### src/hdl/dma_write_consts.svh
`ifndef DMA_WRITE_CONSTS_SVH
`define DMA_WRITE_CONSTS_SVH

// Data path and address widths
`define DMA_DATA_W 32
`define DMA_ADDR_W 32

// Transfer length in words
`define DMA_LEN_W 16

// AXI length field width plus one, covers 0 to 16
`define DMA_BLEN_W 5

// Buffer FIFO with 16 entries
`define DMA_FIFO_AW 4

// Register map
`define DMA_REG_AW 3

`define DMA_REG_ADDR   3'd0
`define DMA_REG_LEN    3'd1
`define DMA_REG_MAXLEN 3'd2
// Write bit 0 to start, read bit 0 for busy
`define DMA_REG_CTRL   3'd3
`define DMA_REG_REMAIN 3'd4

`endif
### src/hdl/dma_write_pkg.sv
`include "dma_write_consts.svh"

package dma_write_pkg;

   // Byte address on the AXI side
   typedef logic [`DMA_ADDR_W-1:0] addr_t;

   // One stream or AXI data word
   typedef logic [`DMA_DATA_W-1:0] data_t;

   // Transfer length and remaining count in words
   typedef logic [`DMA_LEN_W-1:0] wlen_t;

   // Burst length, 0 to 16 words
   typedef logic [`DMA_BLEN_W-1:0] blen_t;

   // FIFO fill level, one bit wider than the pointers
   typedef logic [`DMA_FIFO_AW:0] level_t;

endpackage

### src/hdl/dma_write_top.sv
`timescale 1ns/1ps

`include "dma_write_consts.svh"

module dma_write_top
   import dma_write_pkg::*;
(
   input  logic                   clk_i,
   input  logic                   arst_n_i,
   // Register port
   input  logic                   reg_wr_i,
   input  logic [`DMA_REG_AW-1:0] reg_addr_i,
   input  data_t                  reg_wdata_i,
   output data_t                  reg_rdata_o,
   // Stream input
   input  logic                   s_tvalid_i,
   input  data_t                  s_tdata_i,
   output logic                   s_tready_o,
   // AXI4 write master
   output logic                   awvalid_o,
   input  logic                   awready_i,
   output addr_t                  awaddr_o,
   output logic [`DMA_BLEN_W-2:0] awlen_o,
   output logic                   wvalid_o,
   input  logic                   wready_i,
   output data_t                  wdata_o,
   output logic                   wlast_o,
   input  logic                   bvalid_i,
   output logic                   bready_o,
   output logic                   busy_o
);

   addr_t      cfg_addr;
   wlen_t      cfg_len;
   blen_t      cfg_max_len;
   logic       start;
   wlen_t      remain;
   logic       fifo_full;
   logic       fifo_wr;
   logic       fifo_rd;
   data_t      fifo_rdata;
   logic       fifo_empty;
   level_t     fifo_level;
   logic       stage_tvalid;
   data_t      stage_tdata;
   logic       stage_tready;
   logic [1:0] stage_level;
   addr_t      burst_addr;
   blen_t      burst_len;
   logic       burst_start;
   logic       wr_busy;

   assign s_tready_o = !fifo_full;
   assign fifo_wr    = s_tvalid_i && !fifo_full;

   dma_write_regs u_regs (
      .clk_i        (clk_i),
      .arst_n_i     (arst_n_i),
      .reg_wr_i     (reg_wr_i),
      .reg_addr_i   (reg_addr_i),
      .reg_wdata_i  (reg_wdata_i),
      .busy_i       (busy_o),
      .remain_i     (remain),
      .reg_rdata_o  (reg_rdata_o),
      .cfg_addr_o   (cfg_addr),
      .cfg_len_o    (cfg_len),
      .cfg_max_len_o(cfg_max_len),
      .start_o      (start)
   );

   dma_write_fifo u_fifo (
      .clk_i    (clk_i),
      .arst_n_i (arst_n_i),
      .wr_en_i  (fifo_wr),
      .wr_data_i(s_tdata_i),
      .rd_en_i  (fifo_rd),
      .full_o   (fifo_full),
      .rd_data_o(fifo_rdata),
      .empty_o  (fifo_empty),
      .level_o  (fifo_level)
   );

   dma_write_fifo2axis u_fifo2axis (
      .clk_i       (clk_i),
      .arst_n_i    (arst_n_i),
      .fifo_empty_i(fifo_empty),
      .fifo_rdata_i(fifo_rdata),
      .m_tready_i  (stage_tready),
      .fifo_rd_o   (fifo_rd),
      .m_tvalid_o  (stage_tvalid),
      .m_tdata_o   (stage_tdata),
      .level_o     (stage_level)
   );

   dma_write_burst_ctrl u_burst_ctrl (
      .clk_i        (clk_i),
      .arst_n_i     (arst_n_i),
      .start_i      (start),
      .cfg_addr_i   (cfg_addr),
      .cfg_len_i    (cfg_len),
      .cfg_max_len_i(cfg_max_len),
      .fifo_level_i (fifo_level),
      .stage_level_i(stage_level),
      .wr_busy_i    (wr_busy),
      .busy_o       (busy_o),
      .remain_o     (remain),
      .burst_addr_o (burst_addr),
      .burst_len_o  (burst_len),
      .burst_start_o(burst_start)
   );

   dma_write_axi_wr u_axi_wr (
      .clk_i        (clk_i),
      .arst_n_i     (arst_n_i),
      .burst_start_i(burst_start),
      .burst_addr_i (burst_addr),
      .burst_len_i  (burst_len),
      .s_tvalid_i   (stage_tvalid),
      .s_tdata_i    (stage_tdata),
      .awready_i    (awready_i),
      .wready_i     (wready_i),
      .bvalid_i     (bvalid_i),
      .busy_o       (wr_busy),
      .s_tready_o   (stage_tready),
      .awvalid_o    (awvalid_o),
      .awaddr_o     (awaddr_o),
      .awlen_o      (awlen_o),
      .wvalid_o     (wvalid_o),
      .wdata_o      (wdata_o),
      .wlast_o      (wlast_o),
      .bready_o     (bready_o)
   );

endmodule

### src/hdl/dma_write_axi_wr.sv
`timescale 1ns/1ps

`include "dma_write_consts.svh"

module dma_write_axi_wr
   import dma_write_pkg::*;
(
   input  logic                    clk_i,
   input  logic                    arst_n_i,
   input  logic                    burst_start_i,
   input  addr_t                   burst_addr_i,
   input  blen_t                   burst_len_i,
   input  logic                    s_tvalid_i,
   input  data_t                   s_tdata_i,
   input  logic                    awready_i,
   input  logic                    wready_i,
   input  logic                    bvalid_i,
   output logic                    busy_o,
   output logic                    s_tready_o,
   output logic                    awvalid_o,
   output addr_t                   awaddr_o,
   output logic [`DMA_BLEN_W-2:0]  awlen_o,
   output logic                    wvalid_o,
   output data_t                   wdata_o,
   output logic                    wlast_o,
   output logic                    bready_o
);

   localparam int AXLEN_W = `DMA_BLEN_W - 1;

   localparam logic [1:0] ST_IDLE = 2'd0;
   localparam logic [1:0] ST_ADDR = 2'd1;
   localparam logic [1:0] ST_DATA = 2'd2;
   localparam logic [1:0] ST_RESP = 2'd3;

   logic [1:0] state;
   blen_t      beats_left;
   logic       w_fire;

   assign busy_o    = (state != ST_IDLE);
   assign awvalid_o = (state == ST_ADDR);
   assign bready_o  = (state == ST_RESP);

   // Stream goes straight onto W during the data phase only
   assign wvalid_o   = (state == ST_DATA) && s_tvalid_i;
   assign wdata_o    = s_tdata_i;
   assign s_tready_o = (state == ST_DATA) && wready_i;
   assign wlast_o    = (state == ST_DATA) && (beats_left == blen_t'(1));
   assign w_fire     = wvalid_o && wready_i;

   always_ff @(posedge clk_i or negedge arst_n_i) begin
      if (!arst_n_i) begin
         state      <= ST_IDLE;
         beats_left <= '0;
      end else begin
         case (state)
            ST_IDLE: begin
               if (burst_start_i) begin
                  state      <= ST_ADDR;
                  beats_left <= burst_len_i;
               end
            end
            ST_ADDR: begin
               if (awready_i) begin
                  state <= ST_DATA;
               end
            end
            ST_DATA: begin
               if (w_fire) begin
                  beats_left <= beats_left - 1'b1;
                  if (wlast_o) begin
                     state <= ST_RESP;
                  end
               end
            end
            default: begin
               if (bvalid_i) begin
                  state <= ST_IDLE;
               end
            end
         endcase
      end
   end

   // AW payload captured with the burst request
   always_ff @(posedge clk_i) begin
      if ((state == ST_IDLE) && burst_start_i) begin
         awaddr_o <= burst_addr_i;
         awlen_o  <= AXLEN_W'(burst_len_i - 1'b1);
      end
   end

   a_aw_hold: assert property (@(posedge clk_i) disable iff (!arst_n_i)
      (awvalid_o && !awready_i) |=> (awvalid_o && $stable(awaddr_o) && $stable(awlen_o)));

endmodule

### src/hdl/dma_write_burst_ctrl.sv
`timescale 1ns/1ps

`include "dma_write_consts.svh"

module dma_write_burst_ctrl
   import dma_write_pkg::*;
(
   input  logic       clk_i,
   input  logic       arst_n_i,
   input  logic       start_i,
   input  addr_t      cfg_addr_i,
   input  wlen_t      cfg_len_i,
   input  blen_t      cfg_max_len_i,
   input  level_t     fifo_level_i,
   input  logic [1:0] stage_level_i,
   input  logic       wr_busy_i,
   output logic       busy_o,
   output wlen_t      remain_o,
   output addr_t      burst_addr_o,
   output blen_t      burst_len_o,
   output logic       burst_start_o
);

   localparam logic ST_IDLE      = 1'b0;
   localparam logic ST_WAIT_DATA = 1'b1;

   // FIFO plus stage, up to 18 words
   localparam int LVL_W = `DMA_FIFO_AW + 2;

   logic             state;
   logic             state_nxt;
   wlen_t            remain_nxt;
   addr_t            addr_nxt;
   logic [LVL_W-1:0] level;

   assign level  = LVL_W'(fifo_level_i) + LVL_W'(stage_level_i);
   assign busy_o = (state == ST_WAIT_DATA);

   always_comb begin
      state_nxt     = state;
      remain_nxt    = remain_o;
      addr_nxt      = burst_addr_o;
      burst_len_o   = '0;
      burst_start_o = 1'b0;

      case (state)
         ST_IDLE: begin
            if (start_i) begin
               remain_nxt = cfg_len_i;
               addr_nxt   = cfg_addr_i;
               state_nxt  = ST_WAIT_DATA;
            end
         end
         default: begin
            if (!wr_busy_i) begin
               if (remain_o == '0) begin
                  state_nxt = ST_IDLE;
               end else begin
                  // Tail burst when the rest is buffered and fits
                  if ((wlen_t'(level) >= remain_o) &&
                      (remain_o <= wlen_t'(cfg_max_len_i))) begin
                     burst_len_o = blen_t'(remain_o);
                  end else if (level >= LVL_W'(cfg_max_len_i)) begin
                     burst_len_o = cfg_max_len_i;
                  end

                  if (burst_len_o != '0) begin
                     burst_start_o = 1'b1;
                     remain_nxt    = remain_o - wlen_t'(burst_len_o);
                     addr_nxt      = burst_addr_o + (addr_t'(burst_len_o) << 2);
                  end
               end
            end
         end
      endcase
   end

   always_ff @(posedge clk_i or negedge arst_n_i) begin
      if (!arst_n_i) begin
         state        <= ST_IDLE;
         remain_o     <= '0;
         burst_addr_o <= '0;
      end else begin
         state        <= state_nxt;
         remain_o     <= remain_nxt;
         burst_addr_o <= addr_nxt;
      end
   end

   a_burst_max: assert property (@(posedge clk_i) disable iff (!arst_n_i)
      burst_start_o |-> (burst_len_o <= cfg_max_len_i));

   a_start_idle_writer: assert property (@(posedge clk_i) disable iff (!arst_n_i)
      burst_start_o |-> !wr_busy_i);

endmodule

### src/hdl/dma_write_fifo2axis.sv
`timescale 1ns/1ps

module dma_write_fifo2axis
   import dma_write_pkg::*;
(
   input  logic       clk_i,
   input  logic       arst_n_i,
   input  logic       fifo_empty_i,
   input  data_t      fifo_rdata_i,
   input  logic       m_tready_i,
   output logic       fifo_rd_o,
   output logic       m_tvalid_o,
   output data_t      m_tdata_o,
   output logic [1:0] level_o
);

   // Word sitting on the FIFO read port, not yet taken
   logic held;
   logic load_out;

   // Output register is free or drains this cycle
   assign load_out = held && (!m_tvalid_o || m_tready_i);

   // Refill the read port as soon as its word moves on
   assign fifo_rd_o = !fifo_empty_i && (!held || load_out);

   assign level_o = {1'b0, held} + {1'b0, m_tvalid_o};

   always_ff @(posedge clk_i or negedge arst_n_i) begin
      if (!arst_n_i) begin
         held       <= 1'b0;
         m_tvalid_o <= 1'b0;
      end else begin
         held <= fifo_rd_o || (held && !load_out);
         if (load_out) begin
            m_tvalid_o <= 1'b1;
         end else if (m_tready_i) begin
            m_tvalid_o <= 1'b0;
         end
      end
   end

   always_ff @(posedge clk_i) begin
      if (load_out) begin
         m_tdata_o <= fifo_rdata_i;
      end
   end

endmodule

### src/hdl/dma_write_fifo.sv
`timescale 1ns/1ps

`include "dma_write_consts.svh"

module dma_write_fifo
   import dma_write_pkg::*;
(
   input  logic   clk_i,
   input  logic   arst_n_i,
   input  logic   wr_en_i,
   input  data_t  wr_data_i,
   input  logic   rd_en_i,
   output logic   full_o,
   output data_t  rd_data_o,
   output logic   empty_o,
   output level_t level_o
);

   localparam int DEPTH = 1 << `DMA_FIFO_AW;

   data_t                   mem [DEPTH];
   logic [`DMA_FIFO_AW-1:0] wr_ptr;
   logic [`DMA_FIFO_AW-1:0] rd_ptr;

   assign full_o  = (level_o == level_t'(DEPTH));
   assign empty_o = (level_o == '0);

   // Storage and registered read port
   always_ff @(posedge clk_i) begin
      if (wr_en_i) begin
         mem[wr_ptr] <= wr_data_i;
      end
      if (rd_en_i) begin
         rd_data_o <= mem[rd_ptr];
      end
   end

   // Pointers wrap on their own
   always_ff @(posedge clk_i or negedge arst_n_i) begin
      if (!arst_n_i) begin
         wr_ptr  <= '0;
         rd_ptr  <= '0;
         level_o <= '0;
      end else begin
         if (wr_en_i) begin
            wr_ptr <= wr_ptr + 1'b1;
         end
         if (rd_en_i) begin
            rd_ptr <= rd_ptr + 1'b1;
         end
         case ({wr_en_i, rd_en_i})
            2'b10:   level_o <= level_o + 1'b1;
            2'b01:   level_o <= level_o - 1'b1;
            default: level_o <= level_o;
         endcase
      end
   end

   a_no_overflow: assert property (@(posedge clk_i) disable iff (!arst_n_i)
      wr_en_i |-> !full_o);

   a_no_underflow: assert property (@(posedge clk_i) disable iff (!arst_n_i)
      rd_en_i |-> !empty_o);

endmodule

### src/hdl/dma_write_regs.sv
`timescale 1ns/1ps

`include "dma_write_consts.svh"

module dma_write_regs
   import dma_write_pkg::*;
(
   input  logic                   clk_i,
   input  logic                   arst_n_i,
   input  logic                   reg_wr_i,
   input  logic [`DMA_REG_AW-1:0] reg_addr_i,
   input  data_t                  reg_wdata_i,
   input  logic                   busy_i,
   input  wlen_t                  remain_i,
   output data_t                  reg_rdata_o,
   output addr_t                  cfg_addr_o,
   output wlen_t                  cfg_len_o,
   output blen_t                  cfg_max_len_o,
   output logic                   start_o
);

   logic ctrl_wr;

   assign ctrl_wr = reg_wr_i && (reg_addr_i == `DMA_REG_CTRL) && reg_wdata_i[0];

   // Configuration registers
   always_ff @(posedge clk_i or negedge arst_n_i) begin
      if (!arst_n_i) begin
         cfg_addr_o    <= '0;
         cfg_len_o     <= '0;
         cfg_max_len_o <= '0;
      end else if (reg_wr_i) begin
         case (reg_addr_i)
            `DMA_REG_ADDR:   cfg_addr_o    <= addr_t'(reg_wdata_i);
            `DMA_REG_LEN:    cfg_len_o     <= wlen_t'(reg_wdata_i);
            `DMA_REG_MAXLEN: cfg_max_len_o <= blen_t'(reg_wdata_i);
            default: ;
         endcase
      end
   end

   // Start held off while busy or while a pulse is already out
   always_ff @(posedge clk_i or negedge arst_n_i) begin
      if (!arst_n_i) begin
         start_o <= 1'b0;
      end else begin
         start_o <= ctrl_wr && !busy_i && !start_o;
      end
   end

   always_comb begin
      reg_rdata_o = '0;
      case (reg_addr_i)
         `DMA_REG_ADDR:   reg_rdata_o = data_t'(cfg_addr_o);
         `DMA_REG_LEN:    reg_rdata_o = data_t'(cfg_len_o);
         `DMA_REG_MAXLEN: reg_rdata_o = data_t'(cfg_max_len_o);
         `DMA_REG_CTRL:   reg_rdata_o = data_t'(busy_i);
         `DMA_REG_REMAIN: reg_rdata_o = data_t'(remain_i);
         default:         reg_rdata_o = '0;
      endcase
   end

   // Controller busy blocks any further start
   a_no_start_busy: assert property (@(posedge clk_i) disable iff (!arst_n_i)
      busy_i |-> !start_o);

endmodule

### config.mk
export PLATFORM = sky130hd
export DESIGN_NAME = dma_write_top
export DESIGN_NICKNAME = d
export VERILOG_FILES = /design/src/hdl/dma_write_pkg.sv /design/src/hdl/dma_write_top.sv /design/src/hdl/dma_write_axi_wr.sv /design/src/hdl/dma_write_burst_ctrl.sv /design/src/hdl/dma_write_fifo2axis.sv /design/src/hdl/dma_write_fifo.sv /design/src/hdl/dma_write_regs.sv
export VERILOG_INCLUDE_DIRS = /design/src /design/src/hdl
export SDC_FILE = /design/constraint.sdc
export NUM_CORES = 1
export LEC_CHECK = 0
export BUFFER_PORTS_ARGS = -buffer_cell sky130_fd_sc_hd__buf_2
export CORE_MARGIN = 2
export CORE_UTILIZATION = 35
export DETAILED_ROUTE_END_ITERATION = 6
export GPL_TIMING_DRIVEN = 0
export PLACE_DENSITY_LB_ADDON = 0.15
export SLEW_MARGIN = 20
export SYNTH_ARGS = -nofsm -noshare
export SYNTH_HDL_FRONTEND = slang
export SYNTH_SLANG_ARGS = --single-unit
### constraint.sdc
create_clock -name clk_i -period 5 [get_ports clk_i]
set_clock_uncertainty 0.2 [all_clocks]
set_input_delay 0 -clock clk_i [delete_from_list [all_inputs] [get_ports clk_i]]
set_output_delay 0 -clock clk_i [all_outputs]
set_load 0.05 [all_outputs]
* Word-level counts from Yosys, hierarchy flattened
Memories as Yosys holds them, arrays and structs flattened. A register that Yosys moved wholly into a read port is not among the register bits.
Index checks and enable logic that the tools add are counted.
** Storage, ports and cells
- RAM bits :: 512
- Memories kept :: 1
- Bits in registers :: 193
** Memories
- u_fifo.mem :: words 16, width 32, rd ports 1, clocked after memory_dff 1, write ports 1, RTL line dma_write_fifo.sv:21 : data_t mem [DEPTH];
** Operators by class
- Reduce and logical (&&, ||, !) cells :: 41
- Equality and inequality tests :: 18
- Order comparisons :: 3
- Muxes and demuxes :: 41
- $add $sub $neg :: 10
** Operators with widths (number)
- 32-bit 2-to-1 mux :: 5
- 32-bit one-hot mux with 5 select lines :: 1
- 16-bit 2-to-1 mux :: 5
- 5-bit 2-to-1 mux :: 10
- 32-bit by 7-bit adder with 32-bit output :: 1
- 5-bit one-hot mux with 2 select lines :: 2
- 6-bit by 16-bit greater-or-equal comparator with 1-bit output :: 1
- 16-bit by 5-bit less-or-equal comparator with 1-bit output :: 1
- 16-bit zero test :: 1
- 16-bit by 5-bit subtractor with 16-bit output :: 1
- 1-bit logical AND :: 14
- 1-bit 2-to-1 mux :: 12
- 2-bit 2-to-1 mux :: 5
- 2-bit nonzero test :: 5
- 5-bit by 1-bit subtractor with 5-bit output, second input constant :: 2
- 4-bit by 1-bit adder with 4-bit output, second input constant :: 2
- 2-bit != test, second input constant :: 4
- 1-bit zero test :: 7
- 5-bit by 2-bit adder with 6-bit output :: 1
- 2-bit equality test, second input constant :: 3
- 3-bit by 2-bit equality test with 1-bit output, second input constant :: 2
- 6-bit by 5-bit greater-or-equal comparator with 1-bit output :: 1
- 2-bit by 1-bit != test with 1-bit output, second input constant :: 3
- 2-bit one-hot mux with 3 select lines :: 1
- 18 further kinds :: 23

* Longest topological paths before layout
Gate-level depths: netlist of the first run.
- Depth in word-level cells :: 15
- Depth in mapped cells :: 24
- Gate-level depth less buffers :: 23

* By module
Synthesis of the first run repeated with hierarchy kept, for this count alone.
** Second synthesis, totals
- Cell total of the unflattened synthesis :: 1783
- Area, all modules :: 30615.6 um^2
** Modules (own cells, without submodules)
- dma_write_fifo :: area an instance 20960.1 um^2, seq. area each 16661.0 um^2, times used 1, cells each 913
- dma_write_burst_ctrl :: area an instance 4045.1 um^2, seq. area each 1226.2 um^2, times used 1, cells each 482
- dma_write_regs :: area an instance 2618.8 um^2, seq. area each 1351.3 um^2, times used 1, cells each 208
- dma_write_axi_wr :: area an instance 1915.6 um^2, seq. area each 1256.2 um^2, times used 1, cells each 137
- dma_write_fifo2axis :: area an instance 1066.0 um^2, seq. area each 1011.0 um^2, times used 1, cells each 41
- dma_write_top :: area an instance 10.0 um^2, seq. area each 0.0 um^2, times used 1, cells each 2

* Least setup slack after synthesis of the first run
No wires, ideal clock.
- Kind :: register -> register
- Start :: reg u_fifo.level_o[0]
- End :: reg u_burst_ctrl.burst_addr_o[8]
- Path slack :: 0.115 ns
- Stages on the path, launching flop included :: 24
- Setup time :: 0.126 ns
- Period minus slack after synthesis :: 4.885 ns
- Arrival :: 4.559 ns
- Cell sequence :: dfrtp_1 > inv_1 > fa_1 > inv_1 > ha_1 > nand3_1 > xnor2_1 > ha_1 > o21a_1 > a21oi_1 > o21a_1 > nor3_1 > buf_2 > o21ai_0 > ha_1 > inv_1 > fa_1 > nand2b_1 > a21oi_1 > nor2_1 > buf_1 > nor4_2 > mux2i_1 > a221o_1
** Between the ends
- Longest elaborated chain between the ends :: 12
- Elaborated cells on any way between the ends :: 17
** Ends and longest elaborated chain
- from (decl) :: RTL line dma_write_fifo.sv:16 : output level_t level_o
- from (signal assigned) :: RTL line dma_write_fifo.sv:52 : 2'b10: level_o <= level_o + 1'b1;
- from (signal assigned) :: RTL line dma_write_fifo.sv:53 : 2'b01: level_o <= level_o - 1'b1;
- from (signal assigned) :: RTL line dma_write_fifo.sv:54 : default: level_o <= level_o;
- 5-bit by 2-bit adder with 6-bit output (*) :: RTL line dma_write_burst_ctrl.sv:36 : assign level = LVL_W'(fifo_level_i) + LVL_W'(stage_level_i);
- 6-bit by 16-bit greater-or-equal comparator with 1-bit output / 6-bit by 5-bit greater-or-equal comparator with 1-bit output (equally long branches) :: RTL line dma_write_burst_ctrl.sv:60, dma_write_burst_ctrl.sv:63
- 1-bit logical AND / 5-bit 2-to-1 mux (equally long branches) :: RTL line dma_write_burst_ctrl.sv:60, dma_write_burst_ctrl.sv:63
- 5-bit 2-to-1 mux (*) :: RTL line dma_write_burst_ctrl.sv:60 : if ((wlen_t'(level) >= remain_o) &&
- 5-bit 2-to-1 mux (*) :: RTL line dma_write_burst_ctrl.sv:56 : if (remain_o == '0) begin
- 5-bit 2-to-1 mux (*) :: RTL line dma_write_burst_ctrl.sv:55 : if (!wr_busy_i) begin
- 5-bit 2-to-1 mux (*) :: RTL line dma_write_burst_ctrl.sv:46 : case (state)
- 32-bit by 7-bit adder with 32-bit output :: RTL line dma_write_burst_ctrl.sv:70 : addr_nxt = burst_addr_o + (addr_t'(burst_len_o) << 2);
- 32-bit 2-to-1 mux :: RTL line dma_write_burst_ctrl.sv:67 : if (burst_len_o != '0) begin
- 32-bit 2-to-1 mux :: RTL line dma_write_burst_ctrl.sv:56
- 32-bit 2-to-1 mux :: RTL line dma_write_burst_ctrl.sv:55
- 32-bit 2-to-1 mux :: RTL line dma_write_burst_ctrl.sv:46
- to (signal assigned) :: RTL line dma_write_burst_ctrl.sv:86 : burst_addr_o <= addr_nxt;
- to (decl) :: RTL line dma_write_burst_ctrl.sv:19 : output addr_t burst_addr_o,
Mark *: on every way between the ends. The rest lies on a longest branch, timed or not. The select of a mux whose other input is x is not followed.
A chain may end at the register's enable or synchronous reset.

* Worst setup path after layout of the first run
- Start :: reg u_fifo2axis.held
- End :: reg u_burst_ctrl.remain_o[14]
** Between the ends
- Longest elaborated chain between the ends :: 13
- Elaborated cells on any way between the ends :: 18
** Ends and longest elaborated chain
- from (decl) :: RTL line dma_write_fifo2axis.sv:18 : logic held;
- from (signal assigned) :: RTL line dma_write_fifo2axis.sv:34 : held <= fifo_rd_o || (held && !load_out);
- 1-bit by 1-bit adder with 2-bit output (*) :: RTL line dma_write_fifo2axis.sv:27 : assign level_o = {1'b0, held} + {1'b0, m_tvalid_o};
- 5-bit by 2-bit adder with 6-bit output (*) :: RTL line dma_write_burst_ctrl.sv:36
- 6-bit by 16-bit greater-or-equal comparator with 1-bit output / 6-bit by 5-bit greater-or-equal comparator with 1-bit output (equally long branches) :: RTL line dma_write_burst_ctrl.sv:60, dma_write_burst_ctrl.sv:63
- 1-bit logical AND / 5-bit 2-to-1 mux (equally long branches) :: RTL line dma_write_burst_ctrl.sv:60, dma_write_burst_ctrl.sv:63
- 5-bit 2-to-1 mux (*) :: RTL line dma_write_burst_ctrl.sv:60
- 5-bit 2-to-1 mux (*) :: RTL line dma_write_burst_ctrl.sv:56
- 5-bit 2-to-1 mux (*) :: RTL line dma_write_burst_ctrl.sv:55
- 5-bit 2-to-1 mux (*) :: RTL line dma_write_burst_ctrl.sv:46
- 16-bit by 5-bit subtractor with 16-bit output :: RTL line dma_write_burst_ctrl.sv:69 : remain_nxt = remain_o - wlen_t'(burst_len_o);
- 16-bit 2-to-1 mux :: RTL line dma_write_burst_ctrl.sv:67
- 16-bit 2-to-1 mux :: RTL line dma_write_burst_ctrl.sv:56
- 16-bit 2-to-1 mux :: RTL line dma_write_burst_ctrl.sv:55
- 16-bit 2-to-1 mux :: RTL line dma_write_burst_ctrl.sv:46
- to (signal assigned) :: RTL line dma_write_burst_ctrl.sv:85 : remain_o <= remain_nxt;
- to (decl) :: RTL line dma_write_burst_ctrl.sv:18 : output wlen_t remain_o,
Marks and branches as above.

==> impl_metrics.xml, run 1 <==
<?xml version="1.0" encoding="UTF-8"?>
<metrics>
  <group name="outcome">
    <metric name="outcome" unit="">finished, final reports clean</metric>
  </group>
  <group name="die">
    <metric name="fp.dieH" unit="um">298.2</metric>
    <metric name="rows" unit="">107</metric>
    <metric name="number_of_primary_i_o_pins" unit="">180</metric>
    <metric name="fp.dieW" unit="um">298.2</metric>
    <metric name="die_area" unit="um2">88930</metric>
    <metric name="design.core.area" unit="um2">85410</metric>
    <metric name="start_util" unit="%">35.47</metric>
  </group>
  <group name="final_layout">
    <metric name="nNetsFinal" unit="">2250</metric>
    <metric name="post-route-cell-area" unit="um2">37920</metric>
    <metric name="layout_area_growth_over_synthesis" unit="%">25.18</metric>
    <metric name="filler_cell_count" unit="">7532</metric>
    <metric name="final_layout_size_suffix_gt1_share" unit="%">31.66</metric>
    <metric name="layout.cells.non_filler" unit="">3339</metric>
    <metric name="diodes" unit="">0</metric>
  </group>
  <group name="worst_setup_path">
    <metric name="worstSetupStartpointType" unit="">flip-flop</metric>
    <metric name="crit_path_top_delay_cell" unit="">fa_2</metric>
    <metric name="cells_along_the_critical_path" unit="">inv_2, fa_2, and3b_2, xor2_2, ha_1, a211o_1, a21oi_2, o21a_2, nor3_4, buf_6, nor3_2, a21o_1, inv_2, ha_4, nor2b_1, o21ai_2, a21boi_2, or3_4, or3_4, o32a_1, o211ai_1</metric>
    <metric name="worst_ep_required_time" unit="ns">5.34</metric>
    <metric name="r2r_start" unit="">u_fifo2axis.held$_DFF_PN0_</metric>
    <metric name="cpPeakStageDelay" unit="ns">0.39</metric>
    <metric name="endpoint_kind" unit="">flip-flop</metric>
    <metric name="worst_setup_path_startpoint" unit="">u_fifo2axis.held$_DFF_PN0_</metric>
    <metric name="setup.worst_path.class" unit="">reg2reg</metric>
    <metric name="arrival_time_at_the_worst_endpoint" unit="ns">5.17</metric>
    <metric name="critical_path.max_fanout" unit="">8</metric>
  </group>
  <group name="clocking">
    <metric name="tritoncts_clock_tree" unit="">yes</metric>
    <metric name="cts_root_buf" unit="">clkbuf_16</metric>
    <metric name="ctsHtreeMaxLevel" unit="">3</metric>
    <metric name="cts_inserted_buffers" unit="">81</metric>
    <metric name="cts.sink_count" unit="">737</metric>
    <metric name="clk_latency" unit="ns">0.66</metric>
    <metric name="clk_transition_reported_paths" unit="ns">0.06</metric>
    <metric name="buffer_depth_of_the_longest_clock_path" unit="">3</metric>
  </group>
  <group name="power_and_ir_drop">
    <metric name="power.switching_fraction" unit="%">34.89</metric>
    <metric name="p_leak" unit="nW">13.34</metric>
    <metric name="peakVddDrop" unit="V">0.0002893</metric>
    <metric name="clock_power_share" unit="%">26.2</metric>
    <metric name="power_density" unit="nW/um2">583.7</metric>
    <metric name="p_switching" unit="mW">7.724</metric>
    <metric name="intPower" unit="mW">14.41</metric>
    <metric name="share_seq_of_total_power" unit="%">38.6</metric>
    <metric name="power.combinational.fraction" unit="%">35.3</metric>
  </group>
  <group name="drt">
    <metric name="postRouteWirelength" unit="um">79850</metric>
    <metric name="avgRoutedWirePerCell" unit="um">23.91</metric>
    <metric name="drtAntennaViolNets" unit="">0</metric>
    <metric name="detailedRoute.firstPassIterationCount" unit="">5</metric>
    <metric name="via_count" unit="">17169</metric>
    <metric name="wl_met3" unit="um">3745</metric>
    <metric name="routed.top_layer" unit="">met4</metric>
    <metric name="initialDrtViolationCount" unit="">1289</metric>
    <metric name="routed-wl-met2" unit="um">39030</metric>
    <metric name="met1Wirelength" unit="um">35320</metric>
    <metric name="route.detailed.drc" unit="">0</metric>
    <metric name="vias_per_cell" unit="">5.142</metric>
  </group>
  <group name="logic_synthesis">
    <metric name="post_synth.cell_area_avg" unit="um2">18.00</metric>
    <metric name="synth.ff_latch_count" unit="">737</metric>
    <metric name="synth.top_cells.by_area" unit="">edfxtp_1 61%, mux4_2 12%, dfrtp_1 10%, mux2_2 2.0%, ha_1 1.8%</metric>
    <metric name="synth.net_count" unit="">1804</metric>
    <metric name="postSynth.asyncResetShare" unit="%">16.96</metric>
    <metric name="synthMostInstantiatedCell" unit="">edfxtp_1</metric>
    <metric name="synth-warning-count" unit="">0</metric>
    <metric name="ys_seq_area_share" unit="%">70.98</metric>
    <metric name="synth_area" unit="um2">30300</metric>
    <metric name="ys_top_cells_by_count" unit="">612 x edfxtp_1, 160 x mux4_2, 125 x dfrtp_1</metric>
    <metric name="fraction_of_post_synthesis_cell_area_in_the_top_cell_type_by_area" unit="%">60.66</metric>
    <metric name="post-synth-top-area-cell" unit="">edfxtp_1</metric>
    <metric name="synth_edf_count" unit="">612</metric>
    <metric name="syn-instance-count" unit="">1683</metric>
    <metric name="synth_cell_types" unit="">73</metric>
    <metric name="synth_ff_type" unit="">edfxtp_1</metric>
  </group>
  <group name="place">
    <metric name="placement.io_buffers" unit="">178</metric>
    <metric name="place.detailed.hpwl" unit="um">53280</metric>
    <metric name="placement.setup.worst_slack" unit="ns">-1.443</metric>
    <metric name="dp.cells" unit="">3056</metric>
    <metric name="gp_congestion" unit="">0.8437</metric>
    <metric name="dpl_cell_area" unit="um2">33730</metric>
  </group>
  <group name="timing">
    <metric name="finalCritPeriodShare" unit="%">96.55</metric>
    <metric name="slew_headroom" unit="%">26.01</metric>
    <metric name="tightest_slew" unit="ns">1.110</metric>
    <metric name="finalSetupTns" unit="ns">0</metric>
    <metric name="hold_slack" unit="ns">0.06951</metric>
    <metric name="timing_hold_violations_final" unit="">0</metric>
    <metric name="timing.final.setup_violations" unit="">0</metric>
    <metric name="setup_slack" unit="ns">0.1727</metric>
    <metric name="final_period_minus_worst_setup_slack" unit="ns">4.827</metric>
    <metric name="clock.fmax" unit="MHz">207.2</metric>
    <metric name="rsz0062_at_grt" unit="">yes</metric>
    <metric name="slew_viol_final" unit="">0</metric>
  </group>
  <group name="flow_run">
    <metric name="drv.max_cap_violation_count" unit="">0</metric>
  </group>
  <group name="global_route">
    <metric name="global_route_wire_length_before_repair" unit="um">118800</metric>
    <metric name="grt_antenna_before_repair" unit="">0</metric>
    <metric name="first_global_vias" unit="">17771</metric>
    <metric name="pin_count_of_the_biggest_net_entering_global_routing" unit="">78</metric>
    <metric name="grt_usage" unit="%">18.03</metric>
    <metric name="grt_remaining_overflow" unit="">0</metric>
  </group>
  <group name="min_path">
    <metric name="timing.hold.worst.start" unit="">reg_addr_i[2]</metric>
    <metric name="holdCritPathClass" unit="">in2reg</metric>
  </group>
</metrics>
[what timing repair did]
action	in CTS	in global routing
setup buffers	11	11
pin swaps	12	22
resized for setup	47	23
hold buffers	112	0
setup endpoints to repair	38	31
hold endpoints to repair	710	0
[power by group through the flow]
stage / registers (mW) / clock network, mW / logic [mW]
detailed placement: 8.64 / 0 / 7.45
finish: 8.54 / 5.79 / 7.81
global route: 8.64 / 6.17 / 8.43
CTS: 8.52 / 5.94 / 7.78
floorplan: 8.86 / 0 / 4.57
global placement: 8.69 / 0 / 6.99
[worst max-delay path, delay by kind of cell (launching register included)]
kind            cells  cell delay, ns
fa+ha+maj           3            0.88
simple gates        6            1.31
xor+xnor            1            0.16
compound gates      8            1.48
flops               1            0.38
buf+inv             3            0.29
[flip-flops by register name, indices dropped and copies added (netlist names), 16 cells and up]
name                       flops
u_fifo.mem                   512
u_axi_wr.awaddr_o             32
u_burst_ctrl.burst_addr_o     32
u_fifo.rd_data_o              32
u_fifo2axis.m_tdata_o         32
u_regs.cfg_addr_o             32
u_burst_ctrl.remain_o         16
u_regs.cfg_len_o              16
[metal layers]
| metal | track usage [%] | vias up |
|---|---|---|
| met5 | 0 | - |
| met4 | 4.774 | 0 |
| met3 | 2.625 | 119 |
| met2 | 29.97 | 483 |
| met1 | 24.83 | 8993 |
| li1 | - | 7574 |
[layout make-up]
cell class / instances / area (um2) / share of cell area (%)
buffer: 83 / 379.1 / 0.9997
inverter: 49 / 183.9 / 0.4850
sequential: 737 / 21510 / 56.71
tap: 1144 / 1431 / 3.774
clock inverter: 35 / 346.6 / 0.9139
multi-input combinational: 814 / 8662 / 22.84
clock buffer: 114 / 2252 / 5.939
timing repair buffer: 363 / 3162 / 8.337
[final timing paths]
| path | slack [ns] | cells past startpoint | to |
|---|---|---|---|
| max in group asynchronous | 3.92 | 4 | u_fifo2axis.held$_DFF_PN0_ |
| worst max-delay path | 0.17 | 21 | u_burst_ctrl.remain_o[14]$_DFFE_PN0P_ |
| worst min-delay path | 0.07 | 5 | u_regs.cfg_addr_o[4]$_DFFE_PN0P_ |
| worst max register to register | 0.17 | 21 | u_burst_ctrl.remain_o[14]$_DFFE_PN0P_ |
| min in group asynchronous | 0.28 | 4 | u_burst_ctrl.burst_addr_o[11]$_DFFE_PN0P_ |
| worst min register to register | 0.22 | 0 | u_fifo2axis.m_tdata_o[2]$_DFFE_PP_ |
[layout by cell type (no fill, tap or decap), types with 9 or more instances in the layout]
cell type      Yosys  layout
nor3_1            20      12
nor4_4             9      11
buf_6              1      11
buf_4              3      38
dfrtp_1          125     124
edfxtp_1         612     612
o22ai_1           15      15
buf_2              5     188
nand2_1           81      80
o21ai_0           35      31
clkinv_2           0      15
a21oi_1           65      60
and2_1            21      21
clkinv_1           0      10
mux2_2            53      53
dlygate4sd3_1      0     111
nor2_4             0      14
nand3_1           18      17
ha_1              43      38
mux2i_1           30      28
inv_1             48      41
and3_1            13      13
buf_12             1       9
nor2_1            92      77
buf_1             25      13
xnor2_1           21      20
mux4_2           160     160
clkbuf_16          0      82
buf_16             0      23
clkbuf_1          48      70
[logic make-up (layout without fill, tap and decap cells)]
kind of cell	after synthesis	after routing	share of synthesized area, %
AOI/OAI and AO/OA	192	192	4.113
xor gates and xnor gates	30	30	0.8673
adders and majority gates	47	47	2.040
buffers and inverters	132	644	1.772
DFF	737	737	70.98
muxes	244	244	14.89
and+or+nand+nor	301	301	5.332
[metrics by stage]
stage / util (%) / power, mW
floorplan: - / 13.43
global placement: 38.19 / 15.67
detailed placement: 39.50 / 16.09
CTS: 44.17 / 22.25
global route: 44.40 / 23.24
finish: 44.40 / 22.14
Power figures use the tool's default switching activity.
==> run 2: changes to the inputs <==
Settings changed: PLACE_DENSITY_LB_ADDON 0.15 to default.
==> run 2 against run 1 <==
First-iteration DRC count rose by 13%. Final area fell by 0.49%. Core utilization fell by 0.22 points. Setup slack improved by 0.020 ns. Hold slack got worse by 0.013 ns. Via count barely moved.
==> impl_metrics.xml, run 2 (synthesis gave the netlist of run 1 again) <==
<?xml version="1.0" encoding="UTF-8"?>
<metrics>
  <group name="outcome">
    <metric name="outcome" unit="">finished, final reports clean</metric>
  </group>
  <group name="timing">
    <metric name="hold_slack" unit="ns">0.05613</metric>
    <metric name="timing_hold_violations_final" unit="">0</metric>
    <metric name="slew_viol_final" unit="">0</metric>
    <metric name="timing.final.setup_violations" unit="">0</metric>
    <metric name="final_period_minus_worst_setup_slack" unit="ns">4.807</metric>
    <metric name="setup_slack" unit="ns">0.1932</metric>
    <metric name="slew_headroom" unit="%">28.52</metric>
    <metric name="finalCritPeriodShare" unit="%">96.14</metric>
    <metric name="tightest_slew" unit="ns">1.072</metric>
    <metric name="clock.fmax" unit="MHz">208.0</metric>
  </group>
  <group name="die">
    <metric name="start_util" unit="%">35.47</metric>
    <metric name="fp.dieH" unit="um">298.2</metric>
    <metric name="rows" unit="">107</metric>
    <metric name="die_area" unit="um2">88930</metric>
    <metric name="fp.dieW" unit="um">298.2</metric>
    <metric name="number_of_primary_i_o_pins" unit="">180</metric>
    <metric name="design.core.area" unit="um2">85410</metric>
  </group>
  <group name="clocking">
    <metric name="clk_latency" unit="ns">0.63</metric>
    <metric name="cts.sink_count" unit="">737</metric>
    <metric name="cts_inserted_buffers" unit="">80</metric>
    <metric name="cts_root_buf" unit="">clkbuf_16</metric>
    <metric name="clk_transition_reported_paths" unit="ns">0.06</metric>
    <metric name="buffer_depth_of_the_longest_clock_path" unit="">3</metric>
    <metric name="ctsHtreeMaxLevel" unit="">3</metric>
    <metric name="tritoncts_clock_tree" unit="">yes</metric>
  </group>
  <group name="power_and_ir_drop">
    <metric name="power_density" unit="nW/um2">583.8</metric>
    <metric name="finalPower" unit="mW">22.03</metric>
    <metric name="p_leak" unit="nW">13.23</metric>
    <metric name="peakVddDrop" unit="V">0.0003306</metric>
  </group>
  <group name="worst_setup_path">
    <metric name="cells_along_the_critical_path" unit="">inv_2, fa_2, inv_2, ha_4, nand3_2, xnor2_2, ha_1, nand4_1, o21a_2, nor3_4, buf_6, nand2_2, o21ai_4, ha_2, inv_1, fa_2, nand2b_4, a21oi_4, nor2_4, nor4_4, buf_6, o211ai_1, xnor2_1, o221ai_1</metric>
    <metric name="cpPeakStageDelay" unit="ns">0.39</metric>
    <metric name="crit_path_top_delay_cell" unit="">fa_2</metric>
    <metric name="critical_path.max_fanout" unit="">5</metric>
    <metric name="endpoint_kind" unit="">flip-flop</metric>
    <metric name="worstSetupStartpointType" unit="">flip-flop</metric>
    <metric name="worst_ep_required_time" unit="ns">5.24</metric>
    <metric name="arrival_time_at_the_worst_endpoint" unit="ns">5.05</metric>
    <metric name="setup.worst_path.class" unit="">reg2reg</metric>
  </group>
  <group name="drt">
    <metric name="detailedRoute.firstPassIterationCount" unit="">5</metric>
    <metric name="initialDrtViolationCount" unit="">1461</metric>
    <metric name="route.detailed.drc" unit="">0</metric>
    <metric name="avgRoutedWirePerCell" unit="um">22.62</metric>
    <metric name="via_count" unit="">17186</metric>
    <metric name="drtAntennaViolNets" unit="">0</metric>
    <metric name="postRouteWirelength" unit="um">75430</metric>
    <metric name="vias_per_cell" unit="">5.155</metric>
  </group>
  <group name="final_layout">
    <metric name="mostFrequentLayoutCell" unit="">edfxtp_1</metric>
    <metric name="nNetsFinal" unit="">2244</metric>
    <metric name="layout.cells.non_filler" unit="">3334</metric>
    <metric name="largest_register" unit="">u_fifo.mem</metric>
    <metric name="final_layout_size_suffix_gt1_share" unit="%">30.80</metric>
    <metric name="layout_area_growth_over_synthesis" unit="%">24.56</metric>
    <metric name="layout_common_cells" unit="">612 x edfxtp_1, 184 x buf_2, 160 x mux4_2</metric>
    <metric name="max_ffs_per_register" unit="">512</metric>
    <metric name="post-route-cell-area" unit="um2">37740</metric>
  </group>
  <group name="place">
    <metric name="dp.cells" unit="">3046</metric>
    <metric name="gp_congestion" unit="">0.8775</metric>
    <metric name="place.detailed.hpwl" unit="um">51120</metric>
    <metric name="placement.io_buffers" unit="">178</metric>
    <metric name="placement.setup.worst_slack" unit="ns">-0.9033</metric>
    <metric name="dpl_cell_area" unit="um2">33500</metric>
  </group>
  <group name="global_route">
    <metric name="global_route_wire_length_before_repair" unit="um">113000</metric>
    <metric name="grt_antenna_before_repair" unit="">5</metric>
    <metric name="first_global_vias" unit="">17945</metric>
    <metric name="grt_usage" unit="%">16.93</metric>
    <metric name="grt_remaining_overflow" unit="">0</metric>
    <metric name="pin_count_of_the_biggest_net_entering_global_routing" unit="">87</metric>
  </group>
  <group name="flow_run">
    <metric name="drv.max_cap_violation_count" unit="">0</metric>
  </group>
  <group name="min_path">
    <metric name="holdCritPathClass" unit="">in2reg</metric>
  </group>
</metrics>
run 2: area by class of cell:
type                       instances  area, um2
multi-input combinational        814       8637
inverter                          49      183.9
clock buffer                     105       2157
clock inverter                    42      470.5
tap                             1144       1431
buffer                            83      372.9
fill                            7417      47680
antenna                            2      5.005
timing repair buffer             358       2974
sequential                       737      21510
run 2: what timing repair did:
action	CTS	global route
hold buffers	115	0
setup endpoints to repair	33	25
gates cloned	1	0
pin swaps	5	15
buffers inserted	9	12
hold endpoints to repair	703	0
gates resized for setup	40	24
run 2: critical path, delay by kind of cell (launching register included):
kind                       cells  cell delay, ns
and+or+nand+nor                7            1.01
DFF                            1            0.36
xor gates and xnor gates       2            0.33
AOI/OAI and AO/OA              5            0.80
buffers and inverters          5            0.53
adders and majority gates      5            1.39
run 2: power by group:
group          internal [mW]  total (mW)  switching, mW
clock                   3.39        5.86           2.47
combinational           3.19        7.65           4.46
sequential              7.88        8.53          0.646
total                   14.5        22.0           7.57
run 2: final timing paths:
kind,start,to,slack (ns),depth (start not counted)
setup / recovery,u_fifo.level_o[0]$_DFFE_PN0P_,u_burst_ctrl.burst_addr_o[30]$_DFFE_PN0P_,0.19,24
hold reg to reg,u_fifo.rd_data_o[30]$_DFFE_PP_,u_fifo2axis.m_tdata_o[30]$_DFFE_PP_,0.21,0
max in group asynchronous,arst_n_i,u_fifo.level_o[2]$_DFFE_PN0P_,3.82,4
hold / removal,reg_wdata_i[1],u_regs.cfg_addr_o[1]$_DFFE_PN0P_,0.06,3
min in group asynchronous,arst_n_i,u_burst_ctrl.burst_addr_o[10]$_DFFE_PN0P_,0.28,4
setup reg to reg,u_fifo.level_o[0]$_DFFE_PN0P_,u_burst_ctrl.burst_addr_o[30]$_DFFE_PN0P_,0.19,24
run 2: layer usage:
layer  track usage (%)  wire length (um)
met3             3.522              4292
met5                 0                30
met1             21.47             30680
met4             6.844              2755
met2             28.36             37670
run 2: per-stage QoR:
step,util [%],setup TNS (ns)
5_1_grt,44.18,-0.3435
6_report,44.18,0
2_1_floorplan,-,0
4_1_cts,43.92,0
3_3_place_gp,38.19,-378.31
3_5_place_dp,39.22,-17.11
==> run 3: changes to the inputs <==
Settings changed: MAX_ROUTING_LAYER from default to met4.
==> run 3 against run 2 <==
The flow now finishes with violations (design-rule violations). First-iteration DRC count decreased by 6.5%. Sequential power about the same. Fmax is 0.56% lower. Power increased by 0.34%. Global-route usage is 0.50 points higher. Critical path depth fell by 3. Count of clock-buffer cells in the layout fell by 8. Cell count is 0.24% lower. Core utilization about the same. Wire length is 0.22% lower. Sequential share of layout area about the same. Largest cell class unchanged.
==> impl_metrics.xml, run 3 (synthesis gave the netlist of run 1 again) <==
<?xml version="1.0" encoding="UTF-8"?>
<metrics>
  <group name="global_route">
    <metric name="grt_remaining_overflow" unit="">0</metric>
    <metric name="grt_usage" unit="%">17.43</metric>
    <metric name="pin_count_of_the_biggest_net_entering_global_routing" unit="">72</metric>
    <metric name="global_route_wire_length_before_repair" unit="um">113100</metric>
    <metric name="grt_antenna_before_repair" unit="">4</metric>
    <metric name="first_global_vias" unit="">17804</metric>
  </group>
  <group name="timing">
    <metric name="setup_slack" unit="ns">0.1664</metric>
    <metric name="clock.fmax" unit="MHz">206.9</metric>
    <metric name="final_period_minus_worst_setup_slack" unit="ns">4.834</metric>
    <metric name="timing_hold_violations_final" unit="">0</metric>
    <metric name="rsz0062_at_grt" unit="">no</metric>
    <metric name="hold_slack" unit="ns">0.05220</metric>
    <metric name="timing.final.setup_violations" unit="">0</metric>
    <metric name="finalCritPeriodShare" unit="%">96.67</metric>
    <metric name="slew_viol_final" unit="">0</metric>
    <metric name="slew_headroom" unit="%">29.89</metric>
    <metric name="tightest_slew" unit="ns">1.052</metric>
  </group>
  <group name="clocking">
    <metric name="buffer_depth_of_the_longest_clock_path" unit="">3</metric>
    <metric name="clk_latency" unit="ns">0.64</metric>
    <metric name="clk_transition_reported_paths" unit="ns">0.06</metric>
    <metric name="cts_root_buf" unit="">clkbuf_16</metric>
    <metric name="tritoncts_clock_tree" unit="">yes</metric>
    <metric name="cts.sink_count" unit="">737</metric>
    <metric name="cts_inserted_buffers" unit="">80</metric>
    <metric name="ctsHtreeMaxLevel" unit="">3</metric>
  </group>
  <group name="drt">
    <metric name="via_count" unit="">17038</metric>
    <metric name="vias_per_cell" unit="">5.123</metric>
    <metric name="route.detailed.drc" unit="">1</metric>
    <metric name="avgRoutedWirePerCell" unit="um">22.63</metric>
    <metric name="initialDrtViolationCount" unit="">1366</metric>
    <metric name="detailedRoute.firstPassIterationCount" unit="">7</metric>
    <metric name="drtAntennaViolNets" unit="">0</metric>
    <metric name="postRouteWirelength" unit="um">75270</metric>
  </group>
  <group name="die">
    <metric name="die_area" unit="um2">88930</metric>
    <metric name="number_of_primary_i_o_pins" unit="">180</metric>
    <metric name="start_util" unit="%">35.47</metric>
    <metric name="design.core.area" unit="um2">85410</metric>
    <metric name="fp.dieW" unit="um">298.2</metric>
    <metric name="fp.dieH" unit="um">298.2</metric>
    <metric name="rows" unit="">107</metric>
  </group>
  <group name="power_and_ir_drop">
    <metric name="intPower" unit="mW">14.53</metric>
    <metric name="finalPower" unit="mW">22.10</metric>
    <metric name="p_switching" unit="mW">7.573</metric>
    <metric name="power_density" unit="nW/um2">585.9</metric>
    <metric name="clock_power_share" unit="%">26.9</metric>
    <metric name="p_leak" unit="nW">13.22</metric>
    <metric name="power.combinational.fraction" unit="%">34.5</metric>
    <metric name="power.switching_fraction" unit="%">34.26</metric>
    <metric name="share_seq_of_total_power" unit="%">38.6</metric>
    <metric name="peakVddDrop" unit="V">0.0003498</metric>
  </group>
  <group name="flow_run">
    <metric name="drv.max_cap_violation_count" unit="">0</metric>
  </group>
  <group name="final_layout">
    <metric name="layout_common_cells" unit="">612 x edfxtp_1, 184 x buf_2, 160 x mux4_2</metric>
    <metric name="layout_area_growth_over_synthesis" unit="%">24.53</metric>
    <metric name="layout.cells.non_filler" unit="">3326</metric>
    <metric name="mostFrequentLayoutCell" unit="">edfxtp_1</metric>
    <metric name="largest_register" unit="">u_fifo.mem</metric>
    <metric name="nNetsFinal" unit="">2240</metric>
    <metric name="filler_cell_count" unit="">7487</metric>
    <metric name="final_layout_size_suffix_gt1_share" unit="%">30.68</metric>
    <metric name="post-route-cell-area" unit="um2">37730</metric>
    <metric name="max_ffs_per_register" unit="">512</metric>
  </group>
  <group name="worst_setup_path">
    <metric name="critical_path.max_fanout" unit="">9</metric>
    <metric name="setup.worst_path.class" unit="">reg2reg</metric>
    <metric name="arrival_time_at_the_worst_endpoint" unit="ns">5.20</metric>
    <metric name="worst_ep_required_time" unit="ns">5.36</metric>
    <metric name="endpoint_kind" unit="">flip-flop</metric>
    <metric name="cells_along_the_critical_path" unit="">inv_2, fa_2, inv_2, ha_4, nand3_2, xnor2_2, ha_1, nand4_1, o21a_2, nor3_4, buf_6, mux2i_4, inv_1, ha_1, a21oi_1, o31ai_4, a21oi_4, nand2b_1, nor3_2, a31o_2, o211ai_1</metric>
    <metric name="crit_path_top_delay_cell" unit="">a21oi_4</metric>
    <metric name="cpPeakStageDelay" unit="ns">0.45</metric>
    <metric name="worstSetupStartpointType" unit="">flip-flop</metric>
    <metric name="reg2regPathDepth" unit="">21</metric>
  </group>
  <group name="outcome">
    <metric name="violated_checks" unit="">design-rule violations</metric>
    <metric name="outcome" unit="">finished, violations left</metric>
  </group>
  <group name="place">
    <metric name="placement.setup.worst_slack" unit="ns">-1.065</metric>
    <metric name="gp_congestion" unit="">0.8985</metric>
    <metric name="place.detailed.hpwl" unit="um">51480</metric>
    <metric name="placement.io_buffers" unit="">178</metric>
    <metric name="dp.cells" unit="">3046</metric>
    <metric name="dpl_cell_area" unit="um2">33480</metric>
  </group>
  <group name="min_path">
    <metric name="holdCritPathClass" unit="">in2reg</metric>
    <metric name="hold-path-cell-count" unit="">4</metric>
  </group>
</metrics>
run 3: cell types whose count changed in the layout (fill, tap and decap cells not counted), moves of 3 or more:
cell and change:
diode_2 +3, clkbuf_8 -3, bufinv_16 +3, buf_4 +3, buf_6 -4, clkbuf_1 -5
run 3: critical path, delay by kind of cell, from the launching register on:
family	cells	cell delay (ns)
compound gates	6	1.41
xor+xnor	1	0.16
fa+ha+maj	4	1.15
buf+inv	4	0.40
flops	1	0.36
mux	1	0.30
simple gates	5	0.77
run 3: stage by stage:
stage          util [%]  setup TNS (ns)
3_5_place_dp      39.20          -19.44
6_report          44.17               0
3_3_place_gp      38.19         -372.54
2_1_floorplan         -               0
5_1_grt           44.17               0
4_1_cts           43.93               0
run 3: power by group through the flow:
stage               Sequential [mW]  Combinational, mW  Clock [mW]
CTS                            8.51               7.57        6.09
detailed placement             8.63               7.26           0
global route                   8.62               8.23        6.33
global placement               8.66               6.81           0
floorplan                      8.86               4.57           0
finish                         8.52               7.63        5.95
run 3: final cells by class:
| class | count | area [um2] | area share (%) |
|---|---|---|---|
| diodes | 5 | 12.51 | 0.03316 |
| well taps | 1144 | 1431 | 3.794 |
| plain buffers | 83 | 374.1 | 0.9916 |
| multi-input cells | 814 | 8637 | 22.89 |
| clock inverters | 43 | 561.8 | 1.489 |
| inverters | 49 | 183.9 | 0.4875 |
| flip-flops and latches | 737 | 21510 | 57.00 |
| repair buffers | 354 | 2924 | 7.750 |
| clock buffers | 97 | 2097 | 5.558 |
run 3: worst paths after layout:
path	endpoint	slack, ns	from
hold reg to reg	u_fifo2axis.m_tdata_o[16]$_DFFE_PP_	0.22	u_fifo.rd_data_o[16]$_DFFE_PP_
min in group asynchronous	u_burst_ctrl.burst_addr_o[13]$_DFFE_PN0P_	0.29	arst_n_i
max in group asynchronous	u_fifo.rd_ptr[1]$_DFFE_PN0P_	3.89	arst_n_i
setup / recovery	u_burst_ctrl.burst_addr_o[15]$_DFFE_PN0P_	0.17	u_fifo.level_o[0]$_DFFE_PN0P_
hold / removal	u_regs.cfg_max_len_o[2]$_DFFE_PN0P_	0.05	reg_addr_i[1]
setup reg to reg	u_burst_ctrl.burst_addr_o[15]$_DFFE_PN0P_	0.17	u_fifo.level_o[0]$_DFFE_PN0P_
run 3: layer usage:
layer	wire (um)	global-route usage, %
met1	31130	21.70
met2	38520	29.44
met3	3767	2.997
met4	1849	4.726
met5	0	-
run 3: timing repair:
action	CTS	global route
pin swaps	6	14
endpoints found under the setup margin	34	24
setup buffers	11	10
hold buffers	113	0
resized for setup	39	20
hold endpoints to repair	703	0
gates cloned	0	0
